[config.mk]
export PLATFORM = sky130hd
export DESIGN_NAME = dcache_lookup
export DESIGN_NICKNAME = d
export VERILOG_FILES = /design/src/dcache_pkg.sv /design/src/dcache_lookup.sv
export SDC_FILE = /design/constraint.sdc
export NUM_CORES = 1
export LEC_CHECK = 0
export ABC_CLOCK_PERIOD_IN_PS = 22800
export BUFFER_PORTS_ARGS = -buffer_cell sky130_fd_sc_hd__buf_4
export CORE_AREA = 2 2 427 429
export DETAILED_ROUTE_END_ITERATION = 7
export DIE_AREA = 0 0 429 431
export SLEW_MARGIN = 40
export SYNTH_ARGS = -nofsm -noshare
export SYNTH_HDL_FRONTEND = slang
export SYNTH_SLANG_ARGS = --single-unit
[constraint.sdc]
create_clock -name clk -period 22.8 [get_ports clk]
set_clock_uncertainty 0.1 [all_clocks]
set_input_delay 2.28 -clock clk [delete_from_list [all_inputs] [get_ports clk]]
set_output_delay 2.28 -clock clk [all_outputs]
set_load 0.05 [all_outputs]
[src/dcache_pkg.sv]
package dcache_pkg;

    localparam int NUM_WAYS   = 2;
    localparam int NUM_SETS   = 256;
    localparam int LINE_BYTES = 16;
    localparam int WORD_BYTES = 4;
    localparam int OFFSET_W   = 4;
    localparam int INDEX_W    = 8;
    localparam int TAG_W      = 20;
    localparam int WORD_SEL_W = 2;

    typedef logic [31:0]               addr_t;
    typedef logic [WORD_BYTES*8-1:0]   word_t;
    // all zeros marks a load
    typedef logic [WORD_BYTES-1:0]     wstrb_t;
    typedef logic [LINE_BYTES*8-1:0]   line_t;
    typedef logic [LINE_BYTES-1:0]     line_strb_t;
    typedef logic [TAG_W-1:0]          tag_t;
    typedef logic [INDEX_W-1:0]        index_t;
    typedef logic [WORD_SEL_W-1:0]     word_sel_t;
    typedef logic [0:0]                way_sel_t;

    typedef struct packed {
        logic dirty;
        logic valid;
        tag_t tag;
    } tag_entry_t;

    typedef struct packed {
        addr_t  addr;
        wstrb_t wstrb;
        word_t  wdata;
    } cpu_req_t;

    // registered result of the tag compare, handed to stage 3
    typedef struct packed {
        logic                           valid;
        cpu_req_t                       req;
        logic                           hit;
        way_sel_t                       hit_way;
        tag_entry_t [NUM_WAYS-1:0]      tag;
        line_t      [NUM_WAYS-1:0]      line;
    } lookup_t;

    // one write command to one way
    typedef struct packed {
        logic       tag_we;
        index_t     index;
        tag_entry_t tag_entry;
        line_strb_t byte_we;
        line_t      line;
    } way_write_t;

    typedef enum logic [2:0] {
        IDLE,
        WB_REQ,
        WB_WAIT,
        REFILL_REQ,
        REFILL_WAIT
    } resolve_state_e;

    function automatic index_t addr_index(addr_t a);
        return a[OFFSET_W +: INDEX_W];
    endfunction

    function automatic tag_t addr_tag(addr_t a);
        return a[OFFSET_W + INDEX_W +: TAG_W];
    endfunction

    function automatic word_sel_t addr_word(addr_t a);
        return a[OFFSET_W - 1 -: WORD_SEL_W];
    endfunction

    function automatic addr_t line_addr(tag_t t, index_t i);
        return {t, i, {OFFSET_W{1'b0}}};
    endfunction

endpackage

[src/dcache_lookup.sv]
`timescale 1ns/10ps

module dcache_lookup import dcache_pkg::*; (
    input  logic                      clk,
    input  logic                      rst,
    input  logic                      valid_i,
    input  cpu_req_t                  req_i,
    input  logic                      stall_i,
    input  way_write_t [NUM_WAYS-1:0] way_wr_i,
    input  tag_entry_t [NUM_WAYS-1:0] tag_i,
    input  line_t      [NUM_WAYS-1:0] line_i,
    output index_t                    rd_index_o,
    output lookup_t                   lookup_o
);

    logic                      s2_valid;
    cpu_req_t                  s2_req;
    index_t                    s2_index;
    tag_t                      s2_tag;
    tag_entry_t [NUM_WAYS-1:0] fwd_tag;
    line_t      [NUM_WAYS-1:0] fwd_line;
    logic       [NUM_WAYS-1:0] way_hit;
    lookup_t                   lookup_d;

    assign s2_index = addr_index(s2_req.addr);
    assign s2_tag   = addr_tag(s2_req.addr);

    // while stalled the held set is read again so the RAM outputs stay current
    assign rd_index_o = stall_i ? s2_index : addr_index(req_i.addr);

    // stage 1 register
    always_ff @(posedge clk) begin
        if (rst) begin
            s2_valid <= 1'b0;
        end else if (!stall_i) begin
            s2_valid <= valid_i;
            s2_req   <= req_i;
        end
    end

    // stage 2: pick up writes landing on this set, then compare tags
    always_comb begin
        for (int w = 0; w < NUM_WAYS; w++) begin
            fwd_tag[w]  = tag_i[w];
            fwd_line[w] = line_i[w];
            if (way_wr_i[w].index == s2_index) begin
                if (way_wr_i[w].tag_we) begin
                    fwd_tag[w] = way_wr_i[w].tag_entry;
                end
                for (int b = 0; b < LINE_BYTES; b++) begin
                    if (way_wr_i[w].byte_we[b]) begin
                        fwd_line[w][b*8 +: 8] = way_wr_i[w].line[b*8 +: 8];
                    end
                end
            end
            way_hit[w] = fwd_tag[w].valid && (fwd_tag[w].tag == s2_tag);
        end
    end

    always_comb begin
        lookup_d.valid   = s2_valid;
        lookup_d.req     = s2_req;
        lookup_d.hit     = |way_hit;
        lookup_d.hit_way = '0;
        for (int w = 0; w < NUM_WAYS; w++) begin
            if (way_hit[w]) begin
                lookup_d.hit_way = way_sel_t'(w);
            end
        end
        lookup_d.tag  = fwd_tag;
        lookup_d.line = fwd_line;
    end

    // stage 2 register
    always_ff @(posedge clk) begin
        if (rst) begin
            lookup_o.valid <= 1'b0;
        end else if (!stall_i) begin
            lookup_o <= lookup_d;
        end
    end

endmodule

=== Yosys cells after proc, flatten, opt, wreduce, memory -nomap -nowiden ===
Cells that the tools add are included.

* Bitwise operators: 2
* Multiplexer cells: 40
* Reduce and logical (&&, ||, !) cells: 4
* Eq/ne operators: 4

{| class="wikitable"
|+ Operator list
! cell !! count
|-
| $mux 8 || 33
|-
| $mux 128 || 2
|-
| $mux 22 || 4
|-
| $eq 20x20->1 || 2
|-
| $eq 8x8->1 || 2
|-
| $logic_and 1x1->1 || 2
|-
| $not 1->1 || 2
|-
| $reduce_and 2->1 || 1
|-
| $reduce_or 2->1 || 1
|-
| $mux 1 || 1
|}

* Flip-flop bits (word level): 440
* Word-level logic and storage cells: 68
* Input port bits: 722
* Output and inout bits: 379

=== Longest topological paths before layout ===
* Depth in word-level cells: 5
* Depth in mapped cells: 9

=== Worst setup path after synthesis ===
Ideal clock, no wire load.

* Path type: input port to flip-flop
* From: input port stall_i
* To: register s2_req (netlist bit lookup_d[302]) (enable)
* Slack: 0.755 ns
* Setup time: 1.255 ns
* Stages: 2
* Required time: 21.445 ns
* Arrival time: 20.690 ns
* Cells stage by stage: clkbuf_1 nor2_1

* Longest elaborated chain between the ends: 2

{| class="wikitable"
|+ Ends and longest elaborated chain
! what !! line !! source
|-
| from (decl) || dcache_lookup.sv:8 || <nowiki>input logic stall_i,</nowiki>
|-
| $not 1->1 (no source line) || -- ||
|-
| $reduce_and 2->1 (no source line) || -- ||
|-
| to (signal assigned) || dcache_lookup.sv:37 || <nowiki>s2_req <= req_i;</nowiki>
|-
| to (decl) || dcache_lookup.sv:17 || <nowiki>cpu_req_t s2_req;</nowiki>
|}

Every way passes these cells.
A chain may end at the register's enable or synchronous reset.

=== Worst setup path in the final report ===
* From: input port stall_i
* To: output port rd_index_o[0]

* Longest elaborated chain between the ends: 1

{| class="wikitable"
|+ Ends and longest elaborated chain
! what !! line !! source
|-
| $mux 8 || dcache_lookup.sv:29 || <nowiki>assign rd_index_o = stall_i ? s2_index : addr_index(req_i.addr);</nowiki>
|-
| to (decl) || dcache_lookup.sv:12 || <nowiki>output index_t rd_index_o,</nowiki>
|}

Every way passes these cells.

==> results.yml <==
logic_synthesis:
  synth.distinct_cells: 41
  yosys_warnings: 0
  synth_nets: 1702
  ys.flop_type: "edfxtp_1"
  syn_area_per_cell_um2: 18.4
  async_reset_ff_frac: 0
  synth-edff-count: 438
  synth.cell_area_um2: 18000
  syn_inst: 980
  ys_ff_latch: 440
  ys_seq_area_frac: 0.733
clock_network:
  cts_buffers: 55
  cts.sinks: 440
  htree_levels: 2
  post_cts_buffers: 0
  tritoncts: "built"
  root_buffer: "clkbuf_16"
  max-clock-path-buffers: 3
  clk_pin_slew_ps: 60
  cts_resized: 0
  postCtsHoldBufs: 0
  clock_latency_ps: 670
power_and_ir_drop:
  vdd_drop_max_uv: 54.0
  powerDensity_nw_per_um2: 69.6
  power_mw: 2.16
  power.leakage_nw: 12.1
run:
  maxCapViolCount: 0
sta:
  tightest_slew_ps: 792
  hold_viol: 0
  period_needed_ps: 5680
  drv_slew: 0
  holdWs_ps: 310
  post-route-period-util: 0.249
  fin_ws_ps: 17120
  fmax_mhz: 176
  finalSetupTns_ps: 0
  setup_viol: 0
  relSlewSlack: 0.472
  rsz0062_at_grt: "no"
cells_and_area:
  finalNetCount: 2857
  layout_commonest_cell: "buf_4"
  drive_gt1_frac: 0.682
  area_delta_synth_final_pct: 72.7
  layout.cells.most_common_list: "1108 x buf_4, 438 x edfxtp_1, 289 x mux2_2"
  final_cells: 4571
floorplanning:
  dieArea_um2: 185000
  die_y_um: 431
  ioPinCount: 1101
  die_w_um: 429
  start_util: 0.0999
  row_count: 156
  core_area_um2: 180000
drt:
  wl_per_cell_um: 29.5
  drt_iter0_drc: 1180
  vias: 14900
  wl_mm: 135
  dr.pass1.iters: 5
  vias_per_cell: 3.25
  drc: 0
  ant_nets: 0
setup_path:
  worstSetupPathType: "in2out"
  crit_top_cell: "buf_4"
  cp_max_fo: 11
  slowest_delay_ps: 400
  path_buf_inv: 2
  crit_arrival_ps: 3300
  cpMaxStageDelayCell: "mux2_2"
  crit_chain: "buf_4, mux2_2, buf_4"
  cp.required_ps: 20420
  critical_path.top_delay_family: "buffers and inverters"
  end_kind: "output pin"
  cp-start-kind: "primary input"
place:
  dp_slack_ps: 16820
  dp.final_hpwl_mm: 117
  port_buffers: 1100
  place_inst: 4448
  gp_congestion: 0.948
hold_path:
  hold_path.class: "reg2reg"
global_routing:
  grt_overflow: 0
  grt_pass1_wl_mm: 164
  grt_pass1_vias: 14600
  grt_max_degree: 81
  grt_use_total: 0.139
  antenna_found_initial: 167
outcome:
  status: "finished clean"
sequential cells by signal, summed over array words and instances, names as in the netlist:
| signal | flops |
|---|---|
| lookup_o | 371 |
| lookup_d | 68 |
| s2_valid | 1 |
layer usage:
| metal | wire length [um] | vias to the layer above | GRT usage |
|---|---|---|---|
| li1 | - | 6172 | - |
| met1 | 44800 | 7305 | 0.141 |
| met5 | 689 | - | 0 |
| met3 | 16400 | 351 | 0.0736 |
| met2 | 68400 | 927 | 0.246 |
| met4 | 4250 | 106 | 0.0402 |
power breakdown:
| part | total, mW | internal, mW | leakage (nW) | switching (mW) |
|---|---|---|---|---|
| Combinational | 0.331 | 0.143 | 7.17 | 0.188 |
| Sequential | 0.958 | 0.934 | 4.13 | 0.0238 |
| Clock | 0.875 | 0.488 | 0.842 | 0.387 |
| Total | 2.16 | 1.57 | 12.1 | 0.599 |
metrics by stage:
step,cell area [um2],utilization
after global routing,31000,0.172
after global placement,29300,0.162
final,31100,0.173
after CTS,31000,0.172
after floorplan,18000,-
after detailed placement,29300,0.163
area by class of cell:
type,count,area (um2)
well taps,2370,2970
clock inverters,32,289
fillers,19800,149000
multi-input cells,507,4690
diodes,22,55.1
repair buffers,1113,8370
flip-flops and latches,440,13200
inverters,18,67.6
clock buffers,69,1450
synth_stat cells (3+ instances only):
cell type,n,area share
xor2_1,23,0.011
nor4_1,6,0.0021
nand4_1,10,0.0035
nand2_1,81,0.017
o22ai_1,7,0.0024
mux2_2,289,0.18
o2bb2ai_1,5,0.0024
nand3_1,3,0.00083
edfxtp_1,438,0.73
xnor2_1,40,0.019
mux2i_1,3,0.0017
buf_2,3,0.00083
clkbuf_1,9,0.0019
inv_1,18,0.0038
nor2_1,8,0.0017
worst paths after layout:
kind	slack [ps]	depth (start not counted)	to	start
min	310	0	lookup_o[311]	lookup_d[311]
max reg2reg	18900	6	lookup_o[94]	lookup_d[345]
max	17120	3	rd_index_o[0]	stall_i
min reg2reg	310	0	lookup_o[311]	lookup_d[311]
cell families (layout without fill, tap and decap cells):
family / Yosys count / after routing / share of synthesized area
compound gates: 29 / 29 / 0.0133
xor+xnor: 63 / 63 / 0.0307
buf+inv: 33 / 1232 / 0.00793
flops: 440 / 440 / 0.733
mux: 294 / 294 / 0.184
other cells: 0 / 22 / 0
simple gates: 121 / 121 / 0.0308
(Power assumes the default switching activity.)
